[config.mk]
export PLATFORM = sky130hd
export DESIGN_NAME = pma_unit_top
export DESIGN_NICKNAME = d
export VERILOG_FILES = /design/src/design/pma_pkg.sv /design/src/design/pma_access_if.sv /design/src/design/pma_cfg_regs.sv /design/src/design/pma_region_match.sv /design/src/design/pma_checker.sv /design/src/design/pma_unit_top.sv
export SDC_FILE = /design/constraint.sdc
export NUM_CORES = 2
export LEC_CHECK = 0
export BUFFER_PORTS_ARGS = -buffer_cell sky130_fd_sc_hd__buf_2
export CORE_MARGIN = 10
export CORE_UTILIZATION = 64
export CTS_BUF_LIST = sky130_fd_sc_hd__clkbuf_8
export DETAILED_ROUTE_END_ITERATION = 7
export HOLD_SLACK_MARGIN = 0.06
export PLACE_DENSITY = 0.81
export SYNTH_ARGS = -nofsm -noshare
export SYNTH_HDL_FRONTEND = slang
export SYNTH_SLANG_ARGS = --single-unit
[constraint.sdc]
create_clock -name clk_i -period 10.9 [get_ports clk_i]
set_input_delay 1.09 -clock clk_i [delete_from_list [all_inputs] [get_ports clk_i]]
set_output_delay 1.09 -clock clk_i [all_outputs]
set_load 0.02 [all_outputs]
[src/design/pma_pkg.sv]
/*
  PMA checker shared definitions
  sizes, memory/atomic/address-mode enums, transfer size
  and the packed per-entry attribute struct
*/
`default_nettype none

package pma_pkg;

  ////////////////////////////////////////////////////////////
  // sizes
  ////////////////////////////////////////////////////////////

  // number of region entries
  localparam int PMA_CNT   = 8;
  // region address register width, holds adr[PLEN-1:2]
  localparam int XLEN      = 32;
  // physical address width
  localparam int PLEN      = 34;
  // entry index width
  localparam int PMA_IDX_W = 3;

  ////////////////////////////////////////////////////////////
  // enums
  ////////////////////////////////////////////////////////////

  // kind of memory behind a region
  typedef enum logic [1:0] {
    MEM_TYPE_EMPTY = 2'd0,
    MEM_TYPE_MAIN  = 2'd1,
    MEM_TYPE_IO    = 2'd2,
    MEM_TYPE_TCM   = 2'd3
  } mem_type_e;

  // atomic support level, stored only
  typedef enum logic [1:0] {
    AMO_TYPE_NONE    = 2'd0,
    AMO_TYPE_SWAP    = 2'd1,
    AMO_TYPE_LOGICAL = 2'd2,
    AMO_TYPE_ARITH   = 2'd3
  } amo_type_e;

  // region matching mode, same encoding as pmpcfg.A
  typedef enum logic [1:0] {
    OFF   = 2'd0,
    TOR   = 2'd1,
    NA4   = 2'd2,
    NAPOT = 2'd3
  } addr_mode_e;

  // transfer size of one access
  typedef enum logic [2:0] {
    BYTE  = 3'd0,
    HWORD = 3'd1,
    WORD  = 3'd2,
    DWORD = 3'd3
  } xfer_size_e;

  ////////////////////////////////////////////////////////////
  // per-entry attributes, 14 bits
  ////////////////////////////////////////////////////////////

  typedef struct packed {
    mem_type_e  mem_type;
    amo_type_e  amo_type;
    addr_mode_e a;
    logic       r;   // readable
    logic       w;   // writable
    logic       x;   // executable
    logic       c;   // cacheable
    logic       cc;  // cache coherent
    logic       ri;  // read idempotent
    logic       wi;  // write idempotent
    logic       m;   // misaligned allowed
  } pmacfg_t;

endpackage

`default_nettype wire

[src/design/pma_access_if.sv]
/*
  PMA access request bundle
  one physical access as seen by the range matcher and the checker
*/
`timescale 1ns/1ps
`default_nettype none

interface pma_access_if
  import pma_pkg::*;
();

  // access presented this cycle
  logic             req;
  // instruction fetch
  logic             instruction;
  // write access
  logic             we;
  // transfer size
  xfer_size_e       size;
  // physical address, after translation
  logic [PLEN-1:0]  adr;
  // access not naturally aligned
  logic             misaligned;

  // range matcher only needs the byte span
  modport match (
    input adr,
    input size
  );

  // checker needs the kind of access
  modport check (
    input req,
    input instruction,
    input we,
    input misaligned
  );

endinterface

`default_nettype wire

[src/design/pma_cfg_regs.sv]
/*
  PMA entry register bank
  eight software-written entries of attributes plus region address,
  attributes are cleaned on write so the access path sees legal values
*/
`timescale 1ns/1ps
`default_nettype none

module pma_cfg_regs
  import pma_pkg::*;
(
  input  wire logic            clk_i,
  input  wire logic            reset_i,

  // write port
  input  wire logic                 cfg_we_i,
  input  wire logic [PMA_IDX_W-1:0] cfg_idx_i,
  input  wire pmacfg_t              cfg_data_i,
  input  wire logic [XLEN-1:0]      cfg_adr_i,

  // stored entries
  output pmacfg_t              pma_cfg_o [PMA_CNT],
  output logic [XLEN-1:0]      pma_adr_o [PMA_CNT]
);

  ////////////////////////////////////////////////////////////
  // attribute cleanup
  ////////////////////////////////////////////////////////////

  function automatic pmacfg_t clean_cfg(input pmacfg_t raw);
    pmacfg_t cln;

    // m and a pass through untouched
    cln = raw;

    // empty region, treat as dead IO
    if (raw.mem_type == MEM_TYPE_EMPTY)
    begin
      cln.mem_type = MEM_TYPE_IO;
      cln.amo_type = AMO_TYPE_NONE;
      cln.r        = 1'b0;
      cln.w        = 1'b0;
      cln.x        = 1'b0;
    end

    // only main memory may be cached
    cln.c  = (raw.mem_type == MEM_TYPE_MAIN) ? raw.c : 1'b0;
    // coherency means nothing without caching
    cln.cc = raw.cc & cln.c;

    // idempotency only programmable for IO
    if (raw.mem_type != MEM_TYPE_IO)
    begin
      cln.ri = 1'b1;
      cln.wi = 1'b1;
    end

    return cln;
  endfunction

  ////////////////////////////////////////////////////////////
  // storage
  ////////////////////////////////////////////////////////////

  pmacfg_t         cfg_q [PMA_CNT];
  logic [XLEN-1:0] adr_q [PMA_CNT];

  // cleaned write data
  pmacfg_t         cfg_wr;

  assign cfg_wr = clean_cfg(cfg_data_i);

  // all entries come up OFF at address zero
  always_ff @(posedge clk_i)
  begin
    if (reset_i)
    begin
      for (int n = 0; n < PMA_CNT; n++)
      begin
        cfg_q[n] <= '0;
        adr_q[n] <= '0;
      end
    end
    else if (cfg_we_i)
    begin
      cfg_q[cfg_idx_i] <= cfg_wr;
      adr_q[cfg_idx_i] <= cfg_adr_i;
    end
  end

  // new values visible to the matcher next cycle
  assign pma_cfg_o = cfg_q;
  assign pma_adr_o = adr_q;

endmodule

`default_nettype wire

[src/design/pma_region_match.sv]
/*
  PMA region matcher
  computes each entry's bounds on word granularity and flags
  the entries that hold every byte of the current access
*/
`timescale 1ns/1ps
`default_nettype none

module pma_region_match
  import pma_pkg::*;
(
  input  pmacfg_t              pma_cfg_i [PMA_CNT],
  input  wire logic [XLEN-1:0] pma_adr_i [PMA_CNT],

  pma_access_if.match          acc,

  output logic [PMA_CNT-1:0]   match_all_o
);

  ////////////////////////////////////////////////////////////
  // helpers
  ////////////////////////////////////////////////////////////

  // bytes moved by one transfer
  function automatic logic [3:0] size2bytes(input xfer_size_e size);
    logic [3:0] nb;

    case (size)
      BYTE    : nb = 4'd1;
      HWORD   : nb = 4'd2;
      WORD    : nb = 4'd4;
      DWORD   : nb = 4'd8;
      default : nb = 4'd1;
    endcase
    return nb;
  endfunction

  // region alignment mask for NA4/NAPOT
  // NA4 keeps every word bit, NAPOT drops one bit plus one per trailing one
  function automatic logic [PLEN-1:2] napot_mask(input logic na4,
                                                 input logic [PLEN-1:2] pmaddr);
    logic [PLEN-1:2] mask;
    logic            run;

    mask = '1;
    run  = 1'b1;
    if (!na4)
    begin
      // smallest napot region is 8 bytes
      mask = mask << 1;
      for (int k = 2; k < PLEN; k++)
      begin
        run = run & pmaddr[k];
        if (run)
          mask = mask << 1;
      end
    end
    return mask;
  endfunction

  ////////////////////////////////////////////////////////////
  // access span
  ////////////////////////////////////////////////////////////

  logic [PLEN-1:0] access_lb;
  logic [PLEN-1:0] access_ub;

  assign access_lb = acc.adr;
  // last byte touched
  assign access_ub = acc.adr + PLEN'(size2bytes(acc.size)) - PLEN'(1);

  ////////////////////////////////////////////////////////////
  // region bounds, lb inclusive, ub exclusive
  ////////////////////////////////////////////////////////////

  logic [PLEN-1:2] pma_lb [PMA_CNT];
  logic [PLEN-1:2] pma_ub [PMA_CNT];
  logic [PLEN-1:2] mask   [PMA_CNT];

  // upper bounds depend on the own entry only
  always_comb
  begin
    for (int i = 0; i < PMA_CNT; i++)
    begin
      mask[i] = napot_mask(pma_cfg_i[i].a == NA4, pma_adr_i[i]);
      case (pma_cfg_i[i].a)
        TOR     : pma_ub[i] = pma_adr_i[i];
        NA4,
        NAPOT   : pma_ub[i] = (pma_adr_i[i] + ((~mask[i]) + 1'b1)) & mask[i];
        default : pma_ub[i] = '0;
      endcase
    end
  end

  // lower bounds, TOR chains off the previous entry
  always_comb
  begin
    for (int i = 0; i < PMA_CNT; i++)
    begin
      case (pma_cfg_i[i].a)
        TOR :
        begin
          // entry 0 starts at address zero
          if (i == 0)
            pma_lb[i] = '0;
          // TOR after NA4/NAPOT/OFF starts at its upper bound
          else if (pma_cfg_i[i-1].a != TOR)
            pma_lb[i] = pma_ub[i-1];
          else
            pma_lb[i] = pma_adr_i[i-1];
        end
        NA4,
        NAPOT   : pma_lb[i] = pma_adr_i[i] & mask[i];
        default : pma_lb[i] = '0;
      endcase
    end
  end

  ////////////////////////////////////////////////////////////
  // all-bytes match
  ////////////////////////////////////////////////////////////

  always_comb
  begin
    for (int i = 0; i < PMA_CNT; i++)
    begin
      match_all_o[i] = (pma_cfg_i[i].a != OFF) &&
                       (access_lb[PLEN-1:2] >= pma_lb[i]) &&
                       (access_ub[PLEN-1:2] <  pma_ub[i]);
    end
  end

endmodule

`default_nettype wire

[src/design/pma_checker.sv]
/*
  PMA checker
  registers the priority match and access kind, then forms
  access exception, misaligned and cacheable from the selected entry
*/
`timescale 1ns/1ps
`default_nettype none

module pma_checker
  import pma_pkg::*;
(
  input  wire logic              clk_i,
  input  wire logic              reset_i,
  input  wire logic              stall_i,

  input  pmacfg_t                pma_cfg_i [PMA_CNT],
  input  wire logic [PMA_CNT-1:0] match_all_i,

  pma_access_if.check            acc,

  output logic                   exception_o,
  output logic                   misaligned_o,
  output logic                   cacheable_o
);

  ////////////////////////////////////////////////////////////
  // priority pick
  ////////////////////////////////////////////////////////////

  // lowest numbered set bit wins, 0 when none set
  function automatic logic [PMA_IDX_W-1:0] lowest_set(input logic [PMA_CNT-1:0] m);
    logic [PMA_IDX_W-1:0] idx;

    idx = '0;
    for (int n = PMA_CNT-1; n >= 0; n--)
    begin
      if (m[n])
        idx = PMA_IDX_W'(n);
    end
    return idx;
  endfunction

  ////////////////////////////////////////////////////////////
  // pipeline register
  ////////////////////////////////////////////////////////////

  logic                 req_q;
  logic [PMA_IDX_W-1:0] idx_q;
  logic                 hit_q;
  logic                 we_q;
  logic                 instr_q;
  logic                 mis_q;

  // request valid, the only state needing reset
  always_ff @(posedge clk_i)
  begin
    if (reset_i)
      req_q <= 1'b0;
    else if (!stall_i)
      req_q <= acc.req;
  end

  // payload, held during stall
  always_ff @(posedge clk_i)
  begin
    if (!stall_i)
    begin
      idx_q   <= lowest_set(match_all_i);
      hit_q   <= |match_all_i;
      we_q    <= acc.we;
      instr_q <= acc.instruction;
      mis_q   <= acc.misaligned;
    end
  end

  ////////////////////////////////////////////////////////////
  // outputs
  ////////////////////////////////////////////////////////////

  pmacfg_t sel_cfg;
  logic    perm_fault;

  // current attributes of the registered entry
  assign sel_cfg = pma_cfg_i[idx_q];

  // fetch needs x, store needs w, load needs r
  assign perm_fault = ( instr_q          & ~sel_cfg.x) |
                      ( we_q             & ~sel_cfg.w) |
                      (~we_q & ~instr_q  & ~sel_cfg.r);

  // no region at all also faults
  assign exception_o  = req_q & (~hit_q | perm_fault);

  assign misaligned_o = req_q & mis_q & ~sel_cfg.m;

  // c already implies main memory after cleanup
  assign cacheable_o  = req_q & sel_cfg.c;

endmodule

`default_nettype wire

[src/design/pma_unit_top.sv]
/*
  PMA unit top level
  register bank, region matcher and checker behind plain ports
*/
`timescale 1ns/1ps
`default_nettype none

module pma_unit_top
  import pma_pkg::*;
(
  input  wire logic                 clk_i,
  input  wire logic                 reset_i,
  input  wire logic                 stall_i,

  // entry write port
  input  wire logic                 cfg_we_i,
  input  wire logic [PMA_IDX_W-1:0] cfg_idx_i,
  input  wire pmacfg_t              cfg_data_i,
  input  wire logic [XLEN-1:0]      cfg_adr_i,

  // access
  input  wire logic                 req_i,
  input  wire logic                 instruction_i,
  input  wire logic                 we_i,
  input  wire xfer_size_e           size_i,
  input  wire logic [PLEN-1:0]      adr_i,
  input  wire logic                 misaligned_i,

  // result, one cycle after the access
  output logic                      exception_o,
  output logic                      misaligned_o,
  output logic                      cacheable_o
);

  pmacfg_t              pma_cfg [PMA_CNT];
  logic [XLEN-1:0]      pma_adr [PMA_CNT];
  logic [PMA_CNT-1:0]   match_all;

  pma_access_if u_acc ();

  // access bundle from the top ports
  assign u_acc.req         = req_i;
  assign u_acc.instruction = instruction_i;
  assign u_acc.we          = we_i;
  assign u_acc.size        = size_i;
  assign u_acc.adr         = adr_i;
  assign u_acc.misaligned  = misaligned_i;

  pma_cfg_regs u_pma_cfg_regs (
    .clk_i      (clk_i),
    .reset_i    (reset_i),
    .cfg_we_i   (cfg_we_i),
    .cfg_idx_i  (cfg_idx_i),
    .cfg_data_i (cfg_data_i),
    .cfg_adr_i  (cfg_adr_i),
    .pma_cfg_o  (pma_cfg),
    .pma_adr_o  (pma_adr)
  );

  pma_region_match u_pma_region_match (
    .pma_cfg_i   (pma_cfg),
    .pma_adr_i   (pma_adr),
    .acc         (u_acc),
    .match_all_o (match_all)
  );

  pma_checker u_pma_checker (
    .clk_i        (clk_i),
    .reset_i      (reset_i),
    .stall_i      (stall_i),
    .pma_cfg_i    (pma_cfg),
    .match_all_i  (match_all),
    .acc          (u_acc),
    .exception_o  (exception_o),
    .misaligned_o (misaligned_o),
    .cacheable_o  (cacheable_o)
  );

endmodule

`default_nettype wire

Yosys cells after proc, flatten, opt, wreduce, memory -nomap -nowiden
Cells that the tools add are included.

word-level totals
  input port bits = 94
  output and inout port bits = 3
  register bits = 376

operators by class
  mux-type cells = 594
  equal/unequal tests = 37
  magnitude comparators = 19
  reductions and logical operators = 36
  add/sub/neg operators = 18
  bitwise gates (word level) = 293

operators by type and width
  operator                                                                number
  32-bit 2-to-1 mux                                                       535
  32-bit case mux with 2 select lines                                     16
  32-bit AND                                                              16
  256-bit 2-to-1 mux                                                      2
  1-bit AND                                                               257
  32-bit by 1-bit adder with 32-bit output (second input constant)        8
  32-bit adder                                                            8
  256-bit bitwise mux                                                     1
  32-bit >= comparator                                                    8
  32-bit < comparator                                                     8
  32-bit inverter                                                         8
  112-bit 2-to-1 mux                                                      2
  112-bit bitwise mux                                                     1
  32-bit demux with 3-bit select                                          1
  3-bit 2-to-1 mux                                                        17
  14-bit binary-select mux with 3-bit select                              1
  14-bit demux with 3-bit select                                          1
  34-bit by 4-bit adder with 34-bit output                                1
  34-bit by 1-bit subtractor with 34-bit output (second input constant)   1
  2-bit equality test (second input constant)                             16
  2-bit by 1-bit equality test with 1-bit output (second input constant)  9
  2-bit 2-to-1 mux                                                        9
  2-bit nonzero test                                                      9
  1-bit logical AND                                                       17
  17 further kinds                                                        45

Longest topological paths before layout
  word-level depth = 93
  depth in mapped cells = 41
  mapped depth without buffers = 41

By module
A second synthesis with hierarchy kept.

unflattened totals
  cells, all modules = 6638
  area, all modules = 48853.1 um^2

modules (own cells, without submodules)
  module            area each (um^2)  instances  cells each
  pma_region_match  35134.9           1          4935
  pma_cfg_regs      12995.0           1          1640
  pma_checker       723.2             1          63

Least setup slack after synthesis
No wires, ideal clock.

  kind = input to register
  start point = input port size_i[2]
  end point = register u_pma_checker.idx_q[0] (data pin)
  buffers on the path = 0
  arrival = 6.238 ns
  cell stages on the path = 26
  path slack = 4.391 ns
  path through = or3b_2 ha_1 nor2_1 fa_1 a21o_1 a221oi_1 nand3_1 o211ai_1 a31oi_1 a21bo_2 o41ai_1 nor2b_1 o21a_1 nor2_1 xnor2_1 ha_1 nand4_1 nor2_1 o211ai_1 a21oi_1 a2111oi_0 o31ai_1 a211oi_1 o21ai_0 a211oi_1 nor3_1

on the way
  cells in the longest elaborated chain, start to end = 22
  elaborated cells between the ends (all ways) = 38
  those cells by class = add/sub (2); order compare (8); eq/ne (3); mux (17); reduce/logical (8)

ends and longest elaborated chain
  item                                                                                                              RTL line                 RTL
  start: declaration                                                                                                pma_unit_top.sv:25       input wire xfer_size_e size_i,
  3-bit by 2-bit equality test with 1-bit output or 3-bit by 1-bit equality test with 1-bit output (tied branches)  pma_region_match.sv:28   case (size)
  4-bit case mux with 3 select lines *                                                                              pma_region_match.sv:28
  34-bit by 4-bit adder with 34-bit output *                                                                        pma_region_match.sv:70   assign access_ub = acc.adr + PLEN'(size2bytes(acc.size)) - PLEN'(1);
  34-bit by 1-bit subtractor with 34-bit output *                                                                   pma_region_match.sv:70
  32-bit < comparator                                                                                               pma_region_match.sv:129  (access_ub[PLEN-1:2] < pma_ub[i]);
  1-bit logical AND                                                                                                 pma_region_match.sv:128  (access_lb[PLEN-1:2] >= pma_lb[i]) &&
  3-bit 2-to-1 mux                                                                                                  pma_checker.sv:37        if (m[n])
  3-bit 2-to-1 mux                                                                                                  pma_checker.sv:66        if (!stall_i)
  (+6 left out)                                                                                                     --
  3-bit 2-to-1 mux                                                                                                  pma_checker.sv:37
  3-bit 2-to-1 mux                                                                                                  pma_checker.sv:66
  3-bit 2-to-1 mux                                                                                                  pma_checker.sv:37
  3-bit 2-to-1 mux                                                                                                  pma_checker.sv:66
  3-bit 2-to-1 mux                                                                                                  pma_checker.sv:37
  3-bit 2-to-1 mux                                                                                                  pma_checker.sv:66
  3-bit 2-to-1 mux *                                                                                                pma_checker.sv:37
  3-bit 2-to-1 mux *                                                                                                pma_checker.sv:66
  end signal: assignment                                                                                            pma_checker.sv:68        idx_q <= lowest_set(match_all_i);
  end: declaration                                                                                                  pma_checker.sv:48        logic [PMA_IDX_W-1:0] idx_q;

Mark *: on every way between the ends. The rest lies on a longest branch, timed or not. The select of a mux whose other input is x is not followed.
A chain may end at the register's enable or synchronous reset.

Final worst setup path
  start point = register u_pma_cfg_regs.cfg_q, in the netlist u_pma_cfg_regs.pma_cfg_o[50]
  end point = register u_pma_checker.idx_q[0] (data pin)

on the way
  cells in the longest elaborated chain, start to end = 26
  elaborated cells between the ends (all ways) = 37
  those cells by class = add/sub (2); order compare (3); eq/ne (4); mux (19); bitwise (3); reduce/logical (6)

ends and longest elaborated chain
  item                                      RTL line                                                                 RTL
  start: declaration                        pma_cfg_regs.sv:65                                                       pmacfg_t cfg_q [PMA_CNT];
  start signal: indexed assignment          pma_cfg_regs.sv:86                                                       cfg_q[cfg_idx_i] <= cfg_wr;
  2-bit equality test                       pma_region_match.sv:85, pma_region_match.sv:86, pma_region_match.sv:100
  32-bit 2-to-1 mux                         pma_region_match.sv:47                                                   if (!na4)
  32-bit inverter                           pma_region_match.sv:89                                                   NAPOT : pma_ub[i] = (pma_adr_i[i] + ((~mask[i]) + 1'b1)) & mask[i];
  32-bit by 1-bit adder with 32-bit output  pma_region_match.sv:89
  32-bit adder                              pma_region_match.sv:89
  32-bit AND                                pma_region_match.sv:89
  32-bit case mux with 2 select lines       pma_region_match.sv:86                                                   case (pma_cfg_i[i].a)
  32-bit 2-to-1 mux                         pma_region_match.sv:107                                                  else if (pma_cfg_i[i-1].a != TOR)
  (+10 left out)                            --
  3-bit 2-to-1 mux *                        pma_checker.sv:37
  3-bit 2-to-1 mux *                        pma_checker.sv:66
  3-bit 2-to-1 mux *                        pma_checker.sv:37
  3-bit 2-to-1 mux *                        pma_checker.sv:66
  3-bit 2-to-1 mux *                        pma_checker.sv:37
  3-bit 2-to-1 mux *                        pma_checker.sv:66
  3-bit 2-to-1 mux *                        pma_checker.sv:37
  3-bit 2-to-1 mux *                        pma_checker.sv:66

Marked as above.

==> summary.txt <==
Timing
  • Final setup fails: 0
  • Hold slack: between 400 and 500 ps
  • RSZ-0062 raised after global routing: no
  • Setup TNS: 0 ps
  • Tightest Pin Transition: 1300 ps
  • Max_slew headroom: 0.129
  • Fin. Hold Viols: 0
  • Period Utilization, post-route: 0.800
  • Skew final: 49.2 ps
  • Max Fclk: 115 MHz
  • Final Slew Violations: 0
  • Minimum clock period after layout: 8730 ps
  • Final Worst Setup Slack: 2170 ps

Pwr
  • Maximum vdd drop: 0.109 mV
  • Gate power share: 0.332
  • Seq pwr share: 0.325
  • Pint: 0.00243 W
  • Pwr dens: around 80 nW/um^2
  • Leak Pwr: 21.7 nW
  • Sw Pwr: ~0.0015 W
  • Switching Fraction: 0.377
  • Clock power share: 0.343

GRT
  • Remaining Overflow, GRT: 0
  • First-pass GRT wire length: 242 mm
  • Number of global-route vias before repair: 45600
  • Pin count of the biggest net entering global routing: 142
  • Initial antenna violation count: 12
  • Tot GR Track Use: 0.359

Synth
  • Ys async rst share: 0
  • Mean Syn Cell Area: 7.27 um^2
  • Cell taking the most area after synthesis: ha_1
  • Synth cell types: 89
  • Syn Std Cell Area: 46500 um^2
  • Top FF cell, synth: dfxtp_1
  • EDFF count, synth: 7
  • Syn nets: roughly 7500
  • Area share of the largest cell type after synthesis: 0.276
  • Seq cells post-synth: 320
  • Post-Synthesis Cells: 6402
  • Top post-synthesis cells by area: ha_1 28%, dfxtp_1 13%, a21oi_1 8.5%
  • Yosys Warn Count: 0
  • Sequential element share of the synthesized area: 0.139

Setup path
  • Reg2Reg Setup Slack: 2170 ps
  • CP endpoint kind: register
  • CP max stage delay: 980 ps
  • Critical Path Slowest Stage Cell: a2111oi_0
  • Critical path class: reg -> reg
  • Worst-path fanout max: 11
  • Worst path required time: 11270 ps
  • CP Launch Type: register
  • Reg2reg path depth: 39
  • CP arrival: between 9000 and 10000 ps
  • Worst R2R End: u_pma_checker.idx_q[0]
  • CP dominant cell by count: nand2_1
  • Crit Reg-Reg Startpoint: u_pma_cfg_regs.pma_cfg_o[50]
  • CP Launch Point: u_pma_cfg_regs.pma_cfg_o[50]
  • Setup crit end: u_pma_checker.idx_q[0]

Floorplan
  • I/O pin count: 97
  • CORE AREA: 71700 um^2
  • Die area: 83900 um^2
  • Die Span Y: 290 um
  • Row cnt: roughly 100
  • Die X: 290 um
  • Initial Util: 0.649

Route
  • Via Count: 47400
  • Pre-antenna DRT Iters: 8
  • Initial DRC Count: between 3000 and 4000
  • DR vias/cell: 6.44
  • Routed Antenna Nets: 0
  • DRT Wirelength: 157 mm
  • DR WL/cell: 21.3 um
  • DRC viols: 0

Placed design
  • Post-place setup slack: roughly 2600 ps
  • IO Port Bufs: roughly 90
  • Placer congestion estimate: approximately 1.0
  • Hpwl dp: 124 mm
  • Cell Area, Placed: around 48000 um^2

Clock network
  • Setup Buffers After CTS: 0
  • CTS tree: yes
  • Post-CTS sizing: 0
  • Root Driver: clkbuf_8
  • Post-CTS Hold Buffers: 0
  • Number of buffers created by CTS: 61
  • Clk_lat worst skew: 740 ps
  • Max clock buf depth: 3
  • H-tree levels: 2
  • Sink Count: 320
  • Clk pin slew, worst setup/hold paths: 60 ps

Layout
  • Share of cells above drive strength 1: 0.0598
  • Area growth syn-to-layout: 5.43%
  • Design area: 49100 um^2
  • Nets: 7490

Run status
  • Outcome: finished clean

Hold path
  • Hold crit path type: reg -> reg

Run
  • Max cap viols: 0
per-stage QoR:
| stage | std cells | total power [W] | util |
|---|---|---|---|
| 5_1_grt | 7362 | 0.00409 | 0.684 |
| 3_3_place_gp | 7248 | 0.00250 | 0.665 |
| 4_1_cts | 7358 | 0.00388 | 0.684 |
| 2_1_floorplan | 6402 | 0.00208 | - |
| 6_report | 7362 | 0.00390 | 0.684 |
| 3_5_place_dp | 7248 | 0.00254 | 0.665 |
cell families (layout without fill, tap and decap cells):
group	Yosys count	count (layout)	share of synthesized area
xor gates and xnor gates	264	264	0.0497
AOI/OAI and AO/OA	1846	1846	0.255
buffers and inverters	758	764	0.0632
muxes	16	16	0.00613
other	0	4	0
DFF	320	320	0.139
adders and majority gates	1035	1035	0.280
and+or+nand+nor	2163	2163	0.208
cell usage in the layout (no fill, tap or decap), types with 77 or more instances in the layout:
| cell type | synthesis | final |
|---|---|---|
| nand4_1 | 81 | 81 |
| dfxtp_1 | 313 | 305 |
| nor2b_1 | 84 | 79 |
| xor2_1 | 82 | 82 |
| nand2b_1 | 77 | 77 |
| clkbuf_8 | 0 | 81 |
| nor3_1 | 108 | 106 |
| buf_2 | 2 | 90 |
| xnor2_1 | 182 | 182 |
| ha_1 | 1026 | 1026 |
| a31oi_1 | 87 | 87 |
| a21o_1 | 157 | 157 |
| a32oi_1 | 179 | 179 |
| inv_1 | 450 | 462 |
| nand3_1 | 87 | 87 |
| o21ai_0 | 187 | 187 |
| nor2_1 | 530 | 522 |
| nand2_1 | 985 | 985 |
| a21oi_1 | 789 | 789 |
cell usage after synthesis, types with 81 or more instances:
| cell type | instances |
|---|---|
| dfxtp_1 | 313 |
| inv_1 | 450 |
| clkbuf_1 | 209 |
| a32oi_1 | 179 |
| a21oi_1 | 789 |
| a21o_1 | 157 |
| nand4_1 | 81 |
| ha_1 | 1026 |
| nor3_1 | 108 |
| o21ai_0 | 187 |
| a31oi_1 | 87 |
| nor2_1 | 530 |
| xor2_1 | 82 |
| nand2_1 | 985 |
| xnor2_1 | 182 |
| nor2b_1 | 84 |
| nand3_1 | 87 |
state kept, by name, summed over array words and instances, names as in the netlist:
signal and cells:
u_pma_cfg_regs.pma_adr_o 256, u_pma_cfg_regs.pma_cfg_o 56, u_pma_checker.idx_q 3, u_pma_checker.hit_q 1, u_pma_checker.instr_q 1, u_pma_checker.mis_q 1
u_pma_checker.req_q 1, u_pma_checker.we_q 1
worst max-delay path, delay by kind of cell, from the launching register on:
family | cells | cell delay, ps
buffers and inverters | 6 | 640
adder cells (fa/ha/maj) | 2 | 630
AND/OR/NAND/NOR | 14 | 1840
flip-flops | 1 | 740
AO/OA/AOI/OAI | 16 | 4320
XOR/XNOR | 1 | 160
worst min-delay path by stage:
stage	depth (start not counted)	slack [ps]	start	endpoint
2_1_floorplan	2	430	u_pma_cfg_regs.pma_cfg_o[14]	u_pma_cfg_regs.pma_cfg_o[14]
3_3_place_gp	2	440	u_pma_cfg_regs.pma_cfg_o[84]	u_pma_cfg_regs.pma_cfg_o[84]
3_5_place_dp	2	440	u_pma_cfg_regs.pma_cfg_o[84]	u_pma_cfg_regs.pma_cfg_o[84]
4_1_cts	2	450	u_pma_cfg_regs.pma_cfg_o[84]	u_pma_cfg_regs.pma_cfg_o[84]
5_1_grt	2	470	u_pma_cfg_regs.pma_cfg_o[21]	u_pma_cfg_regs.pma_cfg_o[21]
6_report	2	450	u_pma_cfg_regs.pma_cfg_o[6]	u_pma_cfg_regs.pma_cfg_o[6]
final cells by class:
type	count	area, um^2
timing repair buffer	162	1010
clock buffer	81	1110
fill	6256	22700
clock inverter	29	209
inverter	492	1850
antenna	4	10.0
tap	950	1190
multi-input combinational	5324	37200
sequential	320	6490
routing by layer:
| layer | GRT usage | vias up | share of wire |
|---|---|---|---|
| met1 | 0.423 | 22200 | 0.39 |
| met4 | 0.221 | 0 | 0.068 |
| met3 | 0.0461 | 493 | 0.075 |
| li1 | - | 22800 | - |
| met2 | 0.615 | 1916 | 0.47 |
| met5 | 0 | - | 0 |
power by group through the flow:
stage	Combinational (W)	Clock [W]	Sequential [W]
floorplan	0.000814	0	0.00127
global placement	0.00121	0	0.00129
detailed placement	0.00125	0	0.00129
CTS	0.00126	0.00135	0.00127
global route	0.00142	0.00139	0.00127
finish	0.00129	0.00134	0.00127
Power figures use the tool's default switching activity.
